===== config.mk =====
export PLATFORM = sky130hd
export DESIGN_NAME = lc4_ss_core
export DESIGN_NICKNAME = d
export VERILOG_FILES = /design/src/source/lc4_ss_pkg.sv /design/src/source/lc4_decoder.sv /design/src/source/lc4_issue.sv /design/src/source/lc4_exec_lane.sv /design/src/source/lc4_regfile_ss.sv /design/src/source/lc4_ss_core.sv
export VERILOG_INCLUDE_DIRS = /design/src /design/src/source
export SDC_FILE = /design/constraint.sdc
export NUM_CORES = 1
export LEC_CHECK = 0
export BUFFER_PORTS_ARGS = -buffer_cell sky130_fd_sc_hd__buf_2
export CORE_MARGIN = 8
export CORE_UTILIZATION = 32
export CTS_CLUSTER_SIZE = 40
export DETAILED_ROUTE_END_ITERATION = 16
export GPL_TIMING_DRIVEN = 0
export PLACE_DENSITY = 0.45
export RECOVER_POWER = 25
export SETUP_SLACK_MARGIN = 0.5
export SYNTH_ARGS = -nofsm -noshare
export SYNTH_HDL_FRONTEND = slang
export SYNTH_HIERARCHICAL = 1
export SYNTH_SLANG_ARGS = --single-unit

===== constraint.sdc =====
create_clock -name gwe -period 15.8 [get_ports gwe]
set_input_delay 3.16 -clock gwe [delete_from_list [all_inputs] [get_ports gwe]]
set_output_delay 3.16 -clock gwe [all_outputs]
set_load 0.01 [all_outputs]

===== src/source/lc4_ss_config.svh =====
`ifndef LC4_SS_CONFIG_SVH
`define LC4_SS_CONFIG_SVH

// datapath and instruction width
`define LC4_WORD_W 16

// register file geometry
`define LC4_REG_SEL_W 3
`define LC4_NUM_REGS 8

// first fetch address after reset
`define LC4_RESET_PC 16'h8200

// opcode field insn[15:12] for the supported groups
`define LC4_OP_CONST 4'b1001
`define LC4_OP_ARITH 4'b0001
`define LC4_OP_LOGIC 4'b0101

`endif


===== src/source/lc4_ss_pkg.sv =====
`default_nettype none

`include "lc4_ss_config.svh"

package lc4_ss_pkg;

    typedef logic [`LC4_WORD_W-1:0] word_t;
    typedef logic [`LC4_REG_SEL_W-1:0] reg_sel_t;

    // operation carried down a lane, anything unsupported becomes ALU_NOP
    typedef enum logic [2:0] {
        ALU_NOP,
        ALU_CONST,
        ALU_ADD,
        ALU_SUB,
        ALU_ADDI,
        ALU_AND,
        ALU_OR,
        ALU_XOR
    } alu_op_t;

    // register usage of one instruction
    typedef struct packed {
        reg_sel_t rs;
        reg_sel_t rt;
        reg_sel_t rd;
        logic     rs_re;
        logic     rt_re;
        logic     rd_we;
        alu_op_t  alu_op;
    } decoded_t;

    // one instruction leaving decode
    typedef struct packed {
        logic     valid;
        word_t    pc;
        word_t    insn;
        decoded_t dec;
    } slot_t;

    // stage result, also the commit record at W
    typedef struct packed {
        logic       valid;
        word_t      pc;
        word_t      insn;
        logic       rd_we;
        reg_sel_t   rd;
        word_t      data;
        logic [2:0] nzp;
    } result_t;

endpackage

`default_nettype wire


===== src/source/lc4_decoder.sv =====
`timescale 1ns/1ps
`default_nettype none

`include "lc4_ss_config.svh"

module lc4_decoder (
    input  wire  lc4_ss_pkg::word_t    i_insn,
    output       lc4_ss_pkg::decoded_t o_dec
);
    import lc4_ss_pkg::*;

    alu_op_t op;

    // pick the operation from opcode and sub-opcode
    always_comb begin
        op = ALU_NOP;
        case (i_insn[15:12])
            `LC4_OP_CONST: op = ALU_CONST;
            `LC4_OP_ARITH: begin
                if (i_insn[5]) begin
                    op = ALU_ADDI;
                end else if (i_insn[4:3] == 2'b00) begin
                    op = ALU_ADD;
                end else if (i_insn[4:3] == 2'b10) begin
                    op = ALU_SUB;
                end
            end
            `LC4_OP_LOGIC: begin
                // the immediate AND form and NOT are not supported
                if (!i_insn[5]) begin
                    case (i_insn[4:3])
                        2'b00: op = ALU_AND;
                        2'b10: op = ALU_OR;
                        2'b11: op = ALU_XOR;
                        default: op = ALU_NOP;
                    endcase
                end
            end
            default: op = ALU_NOP;
        endcase
    end

    // enables follow the operation, selects are zero when unused
    always_comb begin
        o_dec.alu_op = op;
        o_dec.rd_we  = (op != ALU_NOP);
        o_dec.rs_re  = (op != ALU_NOP) && (op != ALU_CONST);
        o_dec.rt_re  = o_dec.rs_re && (op != ALU_ADDI);
        o_dec.rd     = o_dec.rd_we ? i_insn[11:9] : '0;
        o_dec.rs     = o_dec.rs_re ? i_insn[8:6] : '0;
        o_dec.rt     = o_dec.rt_re ? i_insn[2:0] : '0;
    end

endmodule

`default_nettype wire


===== src/source/lc4_issue.sv =====
`timescale 1ns/1ps
`default_nettype none

`include "lc4_ss_config.svh"

module lc4_issue (
    input  wire  gwe,
    input  wire  i_reset,
    input  wire  lc4_ss_pkg::word_t i_insn_a,
    input  wire  lc4_ss_pkg::word_t i_insn_b,
    output       lc4_ss_pkg::word_t o_cur_pc,
    output       lc4_ss_pkg::slot_t o_slot_a,
    output       lc4_ss_pkg::slot_t o_slot_b
);
    import lc4_ss_pkg::*;

    word_t    pc;
    word_t    pc_next;
    decoded_t dec_a;
    decoded_t dec_b;
    logic     b_needs_a;

    // both fetched words are decoded ahead of the pair register
    lc4_decoder u_dec_a (
        .i_insn (i_insn_a),
        .o_dec  (dec_a)
    );

    lc4_decoder u_dec_b (
        .i_insn (i_insn_b),
        .o_dec  (dec_b)
    );

    // B reads the register A is about to write
    assign b_needs_a = dec_a.rd_we &&
                       ((dec_b.rs_re && (dec_b.rs == dec_a.rd)) ||
                        (dec_b.rt_re && (dec_b.rt == dec_a.rd)));

    // a split pair refetches B as the next A
    assign pc_next = b_needs_a ? pc + word_t'(1) : pc + word_t'(2);

    always_ff @(posedge gwe) begin
        if (i_reset) begin
            pc <= `LC4_RESET_PC;
        end else begin
            pc <= pc_next;
        end
    end

    assign o_cur_pc = pc;

    // decode stage pair register
    always_ff @(posedge gwe) begin
        o_slot_a.pc   <= pc;
        o_slot_a.insn <= i_insn_a;
        o_slot_a.dec  <= dec_a;
        o_slot_b.pc   <= pc + word_t'(1);
        o_slot_b.insn <= i_insn_b;
        o_slot_b.dec  <= dec_b;
        if (i_reset) begin
            o_slot_a.valid <= 1'b0;
            o_slot_b.valid <= 1'b0;
        end else begin
            o_slot_a.valid <= 1'b1;
            // deferred B becomes a bubble in this pair
            o_slot_b.valid <= !b_needs_a;
        end
    end

endmodule

`default_nettype wire


===== src/source/lc4_exec_lane.sv =====
`timescale 1ns/1ps
`default_nettype none

module lc4_exec_lane (
    input  wire  gwe,
    input  wire  i_reset,
    input  wire  lc4_ss_pkg::slot_t   i_slot,
    input  wire  lc4_ss_pkg::word_t   i_rs_data,
    input  wire  lc4_ss_pkg::word_t   i_rt_data,
    input  wire  lc4_ss_pkg::result_t i_m_a,
    input  wire  lc4_ss_pkg::result_t i_m_b,
    input  wire  lc4_ss_pkg::result_t i_w_a,
    input  wire  lc4_ss_pkg::result_t i_w_b,
    output       lc4_ss_pkg::result_t o_m,
    output       lc4_ss_pkg::result_t o_w
);
    import lc4_ss_pkg::*;

    slot_t   x_slot;
    word_t   x_rs_data;
    word_t   x_rt_data;
    word_t   rs_val;
    word_t   rt_val;
    word_t   alu_out;
    result_t x_res;

    // a source forwards only a real register write to the same register
    function automatic logic hits(result_t src, reg_sel_t sel);
        return src.valid && src.rd_we && (src.rd == sel);
    endfunction

    // youngest producer first: M before W, B before A
    function automatic word_t bypass(reg_sel_t sel, word_t rf_val,
                                     result_t ma, result_t mb,
                                     result_t wa, result_t wb);
        if (hits(mb, sel)) begin
            return mb.data;
        end else if (hits(ma, sel)) begin
            return ma.data;
        end else if (hits(wb, sel)) begin
            return wb.data;
        end else if (hits(wa, sel)) begin
            return wa.data;
        end
        return rf_val;
    endfunction

    function automatic logic [2:0] nzp_of(word_t value);
        if (value[15]) begin
            return 3'b100;
        end else if (value == '0) begin
            return 3'b010;
        end
        return 3'b001;
    endfunction

    // X stage register
    always_ff @(posedge gwe) begin
        x_slot    <= i_slot;
        x_rs_data <= i_rs_data;
        x_rt_data <= i_rt_data;
        if (i_reset) begin
            x_slot.valid <= 1'b0;
        end
    end

    assign rs_val = bypass(x_slot.dec.rs, x_rs_data, i_m_a, i_m_b, i_w_a, i_w_b);
    assign rt_val = bypass(x_slot.dec.rt, x_rt_data, i_m_a, i_m_b, i_w_a, i_w_b);

    always_comb begin
        case (x_slot.dec.alu_op)
            ALU_CONST: alu_out = {{7{x_slot.insn[8]}}, x_slot.insn[8:0]};
            ALU_ADD:   alu_out = rs_val + rt_val;
            ALU_SUB:   alu_out = rs_val - rt_val;
            ALU_ADDI:  alu_out = rs_val + {{11{x_slot.insn[4]}}, x_slot.insn[4:0]};
            ALU_AND:   alu_out = rs_val & rt_val;
            ALU_OR:    alu_out = rs_val | rt_val;
            ALU_XOR:   alu_out = rs_val ^ rt_val;
            default:   alu_out = '0;
        endcase
    end

    always_comb begin
        x_res.valid = x_slot.valid;
        x_res.pc    = x_slot.pc;
        x_res.insn  = x_slot.insn;
        x_res.rd_we = x_slot.dec.rd_we;
        x_res.rd    = x_slot.dec.rd;
        x_res.data  = alu_out;
        x_res.nzp   = nzp_of(alu_out);
    end

    // M and W just carry the finished result
    always_ff @(posedge gwe) begin
        o_m <= x_res;
        o_w <= o_m;
        if (i_reset) begin
            o_m.valid <= 1'b0;
            o_w.valid <= 1'b0;
        end
    end

endmodule

`default_nettype wire


===== src/source/lc4_regfile_ss.sv =====
`timescale 1ns/1ps
`default_nettype none

`include "lc4_ss_config.svh"

module lc4_regfile_ss (
    input  wire  gwe,
    input  wire  i_reset,
    input  wire  lc4_ss_pkg::reg_sel_t i_rs_a,
    input  wire  lc4_ss_pkg::reg_sel_t i_rt_a,
    input  wire  lc4_ss_pkg::reg_sel_t i_rs_b,
    input  wire  lc4_ss_pkg::reg_sel_t i_rt_b,
    input  wire  lc4_ss_pkg::result_t  i_wr_a,
    input  wire  lc4_ss_pkg::result_t  i_wr_b,
    output       lc4_ss_pkg::word_t    o_rs_data_a,
    output       lc4_ss_pkg::word_t    o_rt_data_a,
    output       lc4_ss_pkg::word_t    o_rs_data_b,
    output       lc4_ss_pkg::word_t    o_rt_data_b
);
    import lc4_ss_pkg::*;

    word_t regs [`LC4_NUM_REGS];

    // pending write wins over the stored value, B over A
    function automatic word_t read_port(reg_sel_t sel, word_t stored,
                                        result_t wa, result_t wb);
        if (wb.valid && wb.rd_we && (wb.rd == sel)) begin
            return wb.data;
        end else if (wa.valid && wa.rd_we && (wa.rd == sel)) begin
            return wa.data;
        end
        return stored;
    endfunction

    always_ff @(posedge gwe) begin
        if (i_reset) begin
            for (int i = 0; i < `LC4_NUM_REGS; i++) begin
                regs[i] <= '0;
            end
        end else begin
            if (i_wr_a.valid && i_wr_a.rd_we) begin
                regs[i_wr_a.rd] <= i_wr_a.data;
            end
            // issued second so B overrides A on the same register
            if (i_wr_b.valid && i_wr_b.rd_we) begin
                regs[i_wr_b.rd] <= i_wr_b.data;
            end
        end
    end

    assign o_rs_data_a = read_port(i_rs_a, regs[i_rs_a], i_wr_a, i_wr_b);
    assign o_rt_data_a = read_port(i_rt_a, regs[i_rt_a], i_wr_a, i_wr_b);
    assign o_rs_data_b = read_port(i_rs_b, regs[i_rs_b], i_wr_a, i_wr_b);
    assign o_rt_data_b = read_port(i_rt_b, regs[i_rt_b], i_wr_a, i_wr_b);

endmodule

`default_nettype wire


===== src/source/lc4_ss_core.sv =====
`timescale 1ns/1ps
`default_nettype none

module lc4_ss_core (
    input  wire  gwe,
    input  wire  i_reset,
    input  wire  lc4_ss_pkg::word_t   i_insn_a,
    input  wire  lc4_ss_pkg::word_t   i_insn_b,
    output       lc4_ss_pkg::word_t   o_cur_pc,
    output       lc4_ss_pkg::result_t o_commit_a,
    output       lc4_ss_pkg::result_t o_commit_b
);
    import lc4_ss_pkg::*;

    slot_t   slot_a;
    slot_t   slot_b;
    word_t   rs_data_a;
    word_t   rt_data_a;
    word_t   rs_data_b;
    word_t   rt_data_b;
    result_t m_a;
    result_t m_b;
    result_t w_a;
    result_t w_b;

    lc4_issue u_issue (
        .gwe      (gwe),
        .i_reset  (i_reset),
        .i_insn_a (i_insn_a),
        .i_insn_b (i_insn_b),
        .o_cur_pc (o_cur_pc),
        .o_slot_a (slot_a),
        .o_slot_b (slot_b)
    );

    // decode reads, W writes back
    lc4_regfile_ss u_regfile (
        .gwe         (gwe),
        .i_reset     (i_reset),
        .i_rs_a      (slot_a.dec.rs),
        .i_rt_a      (slot_a.dec.rt),
        .i_rs_b      (slot_b.dec.rs),
        .i_rt_b      (slot_b.dec.rt),
        .i_wr_a      (w_a),
        .i_wr_b      (w_b),
        .o_rs_data_a (rs_data_a),
        .o_rt_data_a (rt_data_a),
        .o_rs_data_b (rs_data_b),
        .o_rt_data_b (rt_data_b)
    );

    // both lanes see all four later-stage results for bypass
    lc4_exec_lane u_lane_a (
        .gwe       (gwe),
        .i_reset   (i_reset),
        .i_slot    (slot_a),
        .i_rs_data (rs_data_a),
        .i_rt_data (rt_data_a),
        .i_m_a     (m_a),
        .i_m_b     (m_b),
        .i_w_a     (w_a),
        .i_w_b     (w_b),
        .o_m       (m_a),
        .o_w       (w_a)
    );

    lc4_exec_lane u_lane_b (
        .gwe       (gwe),
        .i_reset   (i_reset),
        .i_slot    (slot_b),
        .i_rs_data (rs_data_b),
        .i_rt_data (rt_data_b),
        .i_m_a     (m_a),
        .i_m_b     (m_b),
        .i_w_a     (w_a),
        .i_w_b     (w_b),
        .o_m       (m_b),
        .o_w       (w_b)
    );

    assign o_commit_a = w_a;
    assign o_commit_b = w_b;

endmodule

`default_nettype wire


==> metrics.md, run 1 <==
| Metric | Value |
|---|---|
| Placed Cells | `approximately 4,200` |
| Share of layout cells above drive strength 1 | `21.2%` |
| CTS tree | `yes` |
| Leakage Power | `between 10 and 15 nW` |
| Most frequent cells in the layout | `dfxtp_1, nand2_1, buf_2` |
| Slew Limit Headroom | `13.5%` |
| Fin Setup TNS | `0 ps` |
| RSZ-0062 raised after global routing | `false` |
| Clock Root Buffer | `clkbuf_16` |
| Setup bufs post-CTS | `0` |
| Crit-path max FO | `9` |
| Remaining Overflow, GRT | `0` |
| Antenna violations before repair | `5` |
| IO Port Bufs | `about 160` |
| Worst-path clk slew | `around 60 ps` |
| Initial Utilization | `roughly a third` |
| First-pass GRT wire length | `about 160 mm` |
| Die area | `roughly 100,000 µm²` |
| Final setup margin | `between 8000 and 9000 ps` |
| Vias in the first global route | `approximately 24,000` |
| Hold WS | `318 ps` |
| Synth-to-Final Area Change | `16.0%` |
| Period utilization | `between 40% and 50%` |
| Post-CTS resize count | `0` |
| Pwr Density | `~110 nW/µm²` |
| CP top delay family | `simple AND/OR/NAND/NOR gates` |
| Syn Nets | `about 2,900` |
| DRT Pass-1 Iters | `7` |
| Critical Path RT | `16,330 ps` |
| Final net count | `between 3,000 and 4,000` |
| Hold buffers post-CTS | `0` |
| I/O pin total | `~160` |
| Row cnt | `113` |
| Detailed Place HPWL | `89.8 mm` |
| GPL Wtd Cong | `around 0.96` |
| CP max stage delay | `850 ps` |
| GRT Util Overall | `21.1%` |
| Largest net degree at the start of global routing | `17` |
| Syn. warnings | `6` |
| Die height | `between 300 and 400 µm` |
| Core outline area | `~94,000 µm²` |
| Pre-CTS WS | `roughly 8600 ps` |
| Synth Instances | `2,741` |
| Hold crit path type | `reg2reg` |
| Post-layout min period | `7710 ps` |
| CTS buffer count | `slightly above 70` |
| CTS H-tree lvls | `3` |
| FILL cells | `9,469` |
| Crit Path Category | `reg2reg` |
| CP Launch Type | `flip-flop` |
| WL per Instance | `roughly 27 µm` |
| Arr. time, crit path | `between 8000 and 9000 ps` |
| Drt total wl | `114 mm` |
| Reg area | `approximately 14,000 µm²` |
| Chip width | `around 320 µm` |
| Critical path launch point | `u_lane_a/o_m[20]` |
| Slowest CP cell | `nor2_1` |
| Mapped Area | `30,300 µm²` |
| Commonest non-fill, non-tap cell in the layout | `dfxtp_1` |
| Mean Syn Cell Area | `between 10 and 15 µm²` |
| Clk sinks | `between 600 and 700` |
| Multi-input gate area | `roughly 15,000 µm²` |
| Worst vdd ir | `0.0869 mV` |
| Status | `complete, no violations` |
| Final Setup Violations | `0` |
| Max Clk Rate | `between 0.1 and 0.15 GHz` |
| Critical Path End Type | `flip-flop` |
| WP buf/inv | `0` |
| Antenna viol nets, final | `0` |
| Slew Limit Fails | `0` |
| Non-filler instance count after layout | `4,299` |
| Final hold vios | `0` |
| Worst slew pin tran | `around 1300 ps` |
| Cells along the critical path | `xnor2_1, nand4_1, nor2_1, a221oi_1, a21oi_1, ha_1, nand3_1, nor3_1, xnor2_1, o21ai_0, ha_1, or3_1, o21ai_0, o31ai_1, mux2i_1, a221o_1, or4b_2, nor4_1, nor4bb_1` |
| Clock Tree Buf Depth | `3` |
| Hold Crit Start | `u_lane_b/o_m[47]` |
| Worst r2r src | `u_lane_a/o_m[20]` |
| Layout Skew | `26.6 ps` |
| DR DRC count | `0` |
| Via density | `around 5.6` |
| Clk_lat worst skew | `640 ps` |
| Detailed router's first-iteration violation count | `roughly 2,600` |
| Max_cap viols | `0` |
| Via count | `23,996` |
state kept, by name, summed over array words and instances (netlist names), 46 cells and up:
name and count:
u_lane_a/o_m 56, u_lane_a/o_w 56, u_issue/o_slot_a 46, u_issue/o_slot_b 46
u_regfile/regs 128, u_lane_b/o_w 56, u_lane_b/o_m 56
area by class of cell:
type | instances | share of cell area, %
inverters | 102 | 1.09
plain buffers | 187 | 2.64
multi-input cells | 1836 | 43.8
clock inverters | 36 | 1.14
diodes | 1 | 0.00711
repair buffers | 162 | 2.30
well taps | 1265 | 4.50
clock buffers | 94 | 5.88
flip-flops and latches | 616 | 38.7
worst paths after layout:
check | end | slack (ps) | cells past startpoint
max | u_lane_a/o_m[1] | 8090 | 19
min | u_lane_b/o_w[47] | 320 | 0
max reg2reg | u_lane_a/o_m[1] | 8090 | 19
min reg2reg | u_lane_b/o_w[47] | 320 | 0
per-layer routing:
| metal | track usage (%) | up-vias | wire length, µm |
|---|---|---|---|
| met1 | 27.3 | 11964 | 48500 |
| met5 | 0 | - | 13 |
| met2 | 33.7 | 1073 | 51800 |
| li1 | - | 10727 | - |
| met3 | 6.08 | 230 | 10000 |
| met4 | 6.90 | 2 | 3800 |
per-stage QoR:
| stage | cell area [µm²] | utilization (%) | power (mW) |
|---|---|---|---|
| after floorplan | 30300 | - | 2.05 |
| after global placement | 32700 | 34.6 | 2.24 |
| after detailed placement | 32700 | 34.7 | 2.24 |
| after CTS | 35200 | 37.3 | 3.95 |
| after global routing | 35200 | 37.3 | 4.06 |
| final | 35200 | 37.3 | 3.91 |
where the power goes:
part           leakage [nW]  switching, mW  total, mW  internal (mW)
clock                  1.19          0.706       1.69          0.989
sequential             5.35         0.0774       1.76           1.68
combinational          7.14          0.282      0.458          0.176
No activity file was read; power rests on OpenSTA's default activity.
==> inputs of run 2 (changes only) <==
==> constraint.sdc (replaced) <==
create_clock -name gwe -period 7.55 [get_ports gwe]
set_input_delay 1.51 -clock gwe [delete_from_list [all_inputs] [get_ports gwe]]
set_output_delay 1.51 -clock gwe [all_outputs]
set_load 0.01 [all_outputs]
==> run 2 against run 1 <==
  * Worst setup slack got worse by 7300 ps
  * Wire length grew 0.14%
  * Die area stayed put
  * Maximum frequency up 14%
  * Register-to-register slack worse by 7300 ps
  * Critical path depth decreased by 1
  * Sequential cell count stayed put
  * Sequential power grew 110%
  * Critical endpoint unchanged
  * Largest cell class unchanged
  * Highest routed layer unchanged
==> metrics.md, run 2 (synthesized netlist as in run 1, its figures left out) <==
| Metric | Value |
|---|---|
| Status | `complete, no violations` |
| Clock Root Buffer | `clkbuf_16` |
| Slew Limit Fails | `0` |
| Remaining Overflow, GRT | `0` |
| Initial Utilization | `approximately 32%` |
| Final setup margin | `about 770 ps` |
| Chip width | `about 320 µm` |
| Clock Tree Buf Depth | `3` |
| GRT Util Overall | `approximately a fifth` |
| Via density | `~5.6` |
| First-pass GRT wire length | `~160 mm` |
| WL per Instance | `26.6 µm` |
| Row cnt | `113` |
| Clk_lat worst skew | `roughly 640 ps` |
| Arr. time, crit path | `about 7300 ps` |
| Max Clk Rate | `between 0.1 and 0.15 GHz` |
| I/O pin total | `around 160` |
| Antenna viol nets, final | `0` |
| IO Port Bufs | `161` |
| Drt total wl | `~110 mm` |
| Die area | `105,000 µm²` |
| Synth-to-Final Area Change | `16.4%` |
| Clk sinks | `616` |
| Post-DP Area | `32,700 µm²` |
| CTS tree | `yes` |
| Hold WS | `between 300 and 400 ps` |
| Worst-path clk slew | `60 ps` |
| Final hold vios | `0` |
| FILL cells | `roughly 9,500` |
| Via count | `23,941` |
| Pre-CTS WS | `about 310 ps` |
| CP Launch Type | `flip-flop` |
| Hold Path Cell Cnt | `0` |
| Final net count | `approximately 3,100` |
| Max FFs per register | `approximately 130` |
| CTS H-tree lvls | `3` |
| Worst vdd ir | `0.182 mV` |
| Max_cap viols | `0` |
| Leakage Power | `about 14 nW` |
| Fin Setup TNS | `0 ps` |
| Layout Skew | `around 28 ps` |
| Hold buffers post-CTS | `0` |
| Worst slew pin tran | `roughly 1300 ps` |
| Final instance area | `around 35,000 µm²` |
| Antenna violations before repair | `5` |
| Commonest non-fill, non-tap cell in the layout | `dfxtp_1` |
| Critical Path End Type | `flip-flop` |
| Critical Path RT | `8080 ps` |
| Largest net degree at the start of global routing | `17` |
| Crit Path Category | `reg2reg` |
| Crit-path max FO | `10` |
| Share of layout cells above drive strength 1 | `21.7%` |
| DR DRC count | `0` |
| Pwr Density | `232 nW/µm²` |
| Core outline area | `between 90,000 and 100,000 µm²` |
| Antenna cells | `0` |
| Most frequent cells in the layout | `dfxtp_1, nand2_1, buf_2` |
| Reg2reg path depth | `18` |
| Most flops, register | `u_regfile/regs` |
| Vias in the first global route | `24,122` |
| Slew Limit Headroom | `10.0%` |
| Post-layout min period | `between 6000 and 7000 ps` |
| Period utilization | `around nine tenths` |
| GPL Wtd Cong | `roughly 0.96` |
| Die height | `between 300 and 400 µm` |
| Hold crit path type | `reg2reg` |
| DRT Pass-1 Iters | `6` |
| RSZ-0062 raised after global routing | `false` |
| Detailed Place HPWL | `roughly 90 mm` |
| CTS buffer count | `just over 70` |
| Final Setup Violations | `0` |
| Detailed router's first-iteration violation count | `about 2,500` |
run 2: per-layer routing:
metal / vias up / global-route usage, % / routed length [µm]
met2: 1018 / 33.7 / 52100
met1: 11974 / 27.3 / 48900
met4: 2 / 6.90 / 3640
met5: - / 0 / 13
met3: 218 / 6.09 / 9650
li1: 10729 / - / -
run 2: path summary, 6_finish.rpt:
path                         start          endpoint  slack [ps]
hold / removal    u_lane_b/o_m[47]  u_lane_b/o_w[47]         320
hold reg to reg   u_lane_b/o_m[47]  u_lane_b/o_w[47]         320
setup reg to reg  u_lane_b/o_w[20]   u_lane_a/o_m[1]         770
setup / recovery  u_lane_b/o_w[20]   u_lane_a/o_m[1]         770
run 2: what timing repair did:
| item | CTS | global route |
|---|---|---|
| gates resized for setup | 1 | 16 |
| cloned | 0 | 0 |
| endpoints found under the setup margin | 2 | 2 |
| buffers inserted | 0 | 4 |
| pin swaps | 0 | 2 |
run 2: critical path: stages, from the launching register on:
cell and delay, ps:
dfxtp_1 600, xnor2_1 190, nand4_1 570, nand4_1 670, o22a_1 240, nand2_1 300
inv_1 260, o22ai_1 110, a221oi_1 300, ha_1 310, a21oi_1 270, o21bai_1 160
a2111oi_2 540, o31ai_1 180, mux2i_1 160, a221o_1 420, or4b_2 720, nor4_1 360
nor4bb_1 300
run 2: report_power, final:
part	switching (mW)	leakage, nW	internal [mW]
registers	0.162	5.35	3.51
clock network	1.48	1.19	2.07
logic	0.591	7.17	0.371
run 2: layout make-up:
| cell class | instances | area (µm²) | share of cell area (%) |
|---|---|---|---|
| plain buffers | 187 | 932 | 2.64 |
| clock buffers | 94 | 2070 | 5.86 |
| clock inverters | 36 | 402 | 1.14 |
| inverters | 102 | 385 | 1.09 |
| multi-input cells | 1836 | 15500 | 43.9 |
| flip-flops and latches | 616 | 13600 | 38.6 |
| well taps | 1265 | 1580 | 4.48 |
| repair buffers | 166 | 841 | 2.38 |
run 2: stage by stage:
| stage | cells | total power, mW | utilization (%) |
|---|---|---|---|
| floorplan | 2741 | 4.29 | - |
| global placement | 4167 | 4.68 | 34.6 |
| detailed placement | 4168 | 4.69 | 34.7 |
| CTS | 4298 | 8.26 | 37.3 |
| global route | 4302 | 8.50 | 37.4 |
| finish | 4302 | 8.18 | 37.4 |
==> inputs of run 3 (changes only) <==
--- a/config.mk
+++ b/config.mk
@@ -11,7 +11,6 @@
 export CORE_UTILIZATION = 32
 export CTS_CLUSTER_SIZE = 40
 export DETAILED_ROUTE_END_ITERATION = 16
-export GPL_TIMING_DRIVEN = 0
 export PLACE_DENSITY = 0.45
 export RECOVER_POWER = 25
 export SETUP_SLACK_MARGIN = 0.5
==> constraint.sdc (replaced) <==
create_clock -name gwe -period 7.55 [get_ports gwe]
set_input_delay 0.755 -clock gwe [delete_from_list [all_inputs] [get_ports gwe]]
set_output_delay 0.755 -clock gwe [all_outputs]
set_load 0.01 [all_outputs]
==> run 3 against run 2 <==
  * Maximum frequency up 3.1%
  * Clock skew about the same
  * Register-to-register slack better by 200 ps
  * Core utilization down 0.44 points
  * Highest routed layer is now met4
  * Hold slack worse by 70 ps
  * Critical path type unchanged
  * Sequential share of layout area up 0.49 points
  * Clock power about the same
  * Sequential cell count unchanged
  * Largest power group unchanged
  * Critical endpoint unchanged
==> metrics.md, run 3 (synthesized netlist as in run 1, its figures left out) <==
| Metric | Value |
|---|---|
| Status | `complete, no violations` |
| CP Launch Type | `flip-flop` |
| Multi-input gate area | `approximately 15,000 µm²` |
| Antenna viol nets, final | `0` |
| Clock Root Buffer | `clkbuf_16` |
| Reg area | `roughly 14,000 µm²` |
| Clock Tree Buf Depth | `3` |
| Max FFs per register | `between 100 and 150` |
| Critical Path RT | `~8100 ps` |
| Max Clk Rate | `about 0.15 GHz` |
| Commonest non-fill, non-tap cell in the layout | `dfxtp_1` |
| Antenna violations before repair | `3` |
| Reg2reg path depth | `19` |
| Period utilization | `87.1%` |
| Via density | `about 5.7` |
| Crit-path max FO | `15` |
| Via count | `between 20,000 and 25,000` |
| Leakage Power | `~14 nW` |
| Largest net degree at the start of global routing | `42` |
| Detailed router's first-iteration violation count | `between 2,000 and 2,500` |
| Final net count | `slightly above 3,000` |
| Non-filler instance count after layout | `approximately 4,200` |
| Pwr Density | `roughly 240 nW/µm²` |
| Post-layout min period | `around 6600 ps` |
| Detailed Place HPWL | `between 80 and 90 mm` |
| Power Internal | `5.97 mW` |
| GPL Wtd Cong | `0.940` |
| Post-CTS resize count | `0` |
| Total power draw | `around 8 mW` |
| Power share of the clock group | `43.3%` |
| Most frequent cells in the layout | `dfxtp_1, nand2_1, a22o_1` |
| Vias in the first global route | `~24,000` |
| Comb pwr share | `a little under an eighth` |
| Initial Utilization | `32.1%` |
| Hold crit path type | `in2reg` |
| R2R setup slack | `970 ps` |
| Placed Cells | `just over 4,000` |
| Setup bufs post-CTS | `0` |
| Core outline area | `roughly 94,000 µm²` |
| Reg power frac | `roughly 45%` |
| Die area | `between 100,000 and 150,000 µm²` |
| GRT Util Overall | `a little under a quarter` |
| Synth-to-Final Area Change | `15.0%` |
| Slew Limit Fails | `0` |
| I/O pin total | `162` |
| Slew Limit Headroom | `12.1%` |
| Critical Path End Type | `flip-flop` |
| Hold Path Cell Cnt | `1` |
| Row cnt | `between 100 and 150` |
| Hold Crit Start | `i_insn_a[1]` |
| Clk_lat worst skew | `between 600 and 700 ps` |
| Switch Pwr | `around 2.2 mW` |
| Share of layout cells above drive strength 1 | `between 20% and 30%` |
| Layout Skew | `about 28 ps` |
| CTS H-tree lvls | `3` |
| FILL cells | `9,421` |
| Chip width | `324 µm` |
| DR DRC count | `0` |
| Crit Path Category | `reg2reg` |
| First-pass GRT wire length | `about 170 mm` |
| Final Setup Violations | `0` |
| IO Port Bufs | `about 160` |
| Hold buffers post-CTS | `0` |
| Max_cap viols | `0` |
| DRT Pass-1 Iters | `8` |
| Most flops, register | `u_regfile/regs` |
| Sw Share | `between 20% and 30%` |
| Sink of the worst hold path | `u_issue/o_slot_a[16]` |
| Worst slew pin tran | `approximately 1300 ps` |
| CTS tree | `yes` |
| CTS buffer count | `71` |
| Die height | `between 300 and 400 µm` |
| Final Core Density | `36.9%` |
| Final hold vios | `0` |
| Remaining Overflow, GRT | `0` |
| Worst vdd ir | `0.192 mV` |
| RSZ-0062 raised after global routing | `false` |
| Arr. time, crit path | `between 7000 and 8000 ps` |
| Drt total wl | `roughly 120 mm` |
| Clk sinks | `~600` |
| Reg-to-reg endpoint | `u_lane_a/o_m[1]` |
| Worst r2r src | `u_lane_a/o_w[21]` |
| WL per Instance | `29.0 µm` |
| Hold WS | `~250 ps` |
| Fin Setup TNS | `0 ps` |
| Worst-path clk slew | `about 60 ps` |
==> run 3: how the worst max path moves through the flow <==
stage,to,from
final,u_lane_a/o_m[1],u_lane_a/o_w[21]
after floorplan,u_lane_a/o_m[1],u_lane_b/o_m[21]
after CTS,u_lane_a/o_m[1],u_lane_a/o_w[21]
after global placement,u_lane_a/o_m[1],u_lane_a/o_w[21]
after detailed placement,u_lane_a/o_m[1],u_lane_a/o_w[21]
after global routing,u_lane_a/o_m[1],u_lane_a/o_w[21]
==> run 3: critical path, cell delays in order, from the launching register on <==
cell	delay (ps)
dfxtp_1	800
xor2_1	230
nor4_4	690
nor4_4	160
a21oi_1	520
ha_1	330
nand3b_1	120
o21ai_0	100
a221oi_1	270
ha_1	320
nor2b_1	150
o21a_1	180
nor2_1	110
xor2_1	160
o221ai_1	160
nor4b_1	470
nor4b_1	390
or4b_2	690
nor4_1	290
nor4bb_1	320
==> run 3: cell type report <==
cell class,instances,area share (%)
inverters,102,1.10
well taps,1265,4.54
diodes,1,0.00717
multi-input cells,1836,44.4
flip-flops and latches,616,39.0
clock buffers,99,5.95
repair buffers,244,3.99
clock inverters,31,1.01
==> run 3: power groups by stage <==
stage               logic [mW]  registers [mW]  clock network, mW
floorplan                0.616            3.67                  0
global placement         0.956            3.75                  0
detailed placement       0.961            3.75                  0
CTS                      0.967            3.68               3.65
global route              1.05            3.70               3.77
finish                   0.971            3.68               3.55
==> run 3: metrics by stage <==
stage	setup WS, ps	cell area (µm²)
floorplan	2270	30300
global placement	1140	32500
detailed placement	896	32500
CTS	856	34900
global route	521	34900
finish	973	34900
==> run 3: layer usage <==
layer  wire length [µm]  vias to the layer above  global-route usage (%)
met5                  0                        -                       0
met4               5580                        0                    9.71
met3               9540                      225                    5.46
met2              54500                     1063                    35.5
met1              52000                    11890                    29.6
li1                   -                    10527                       -
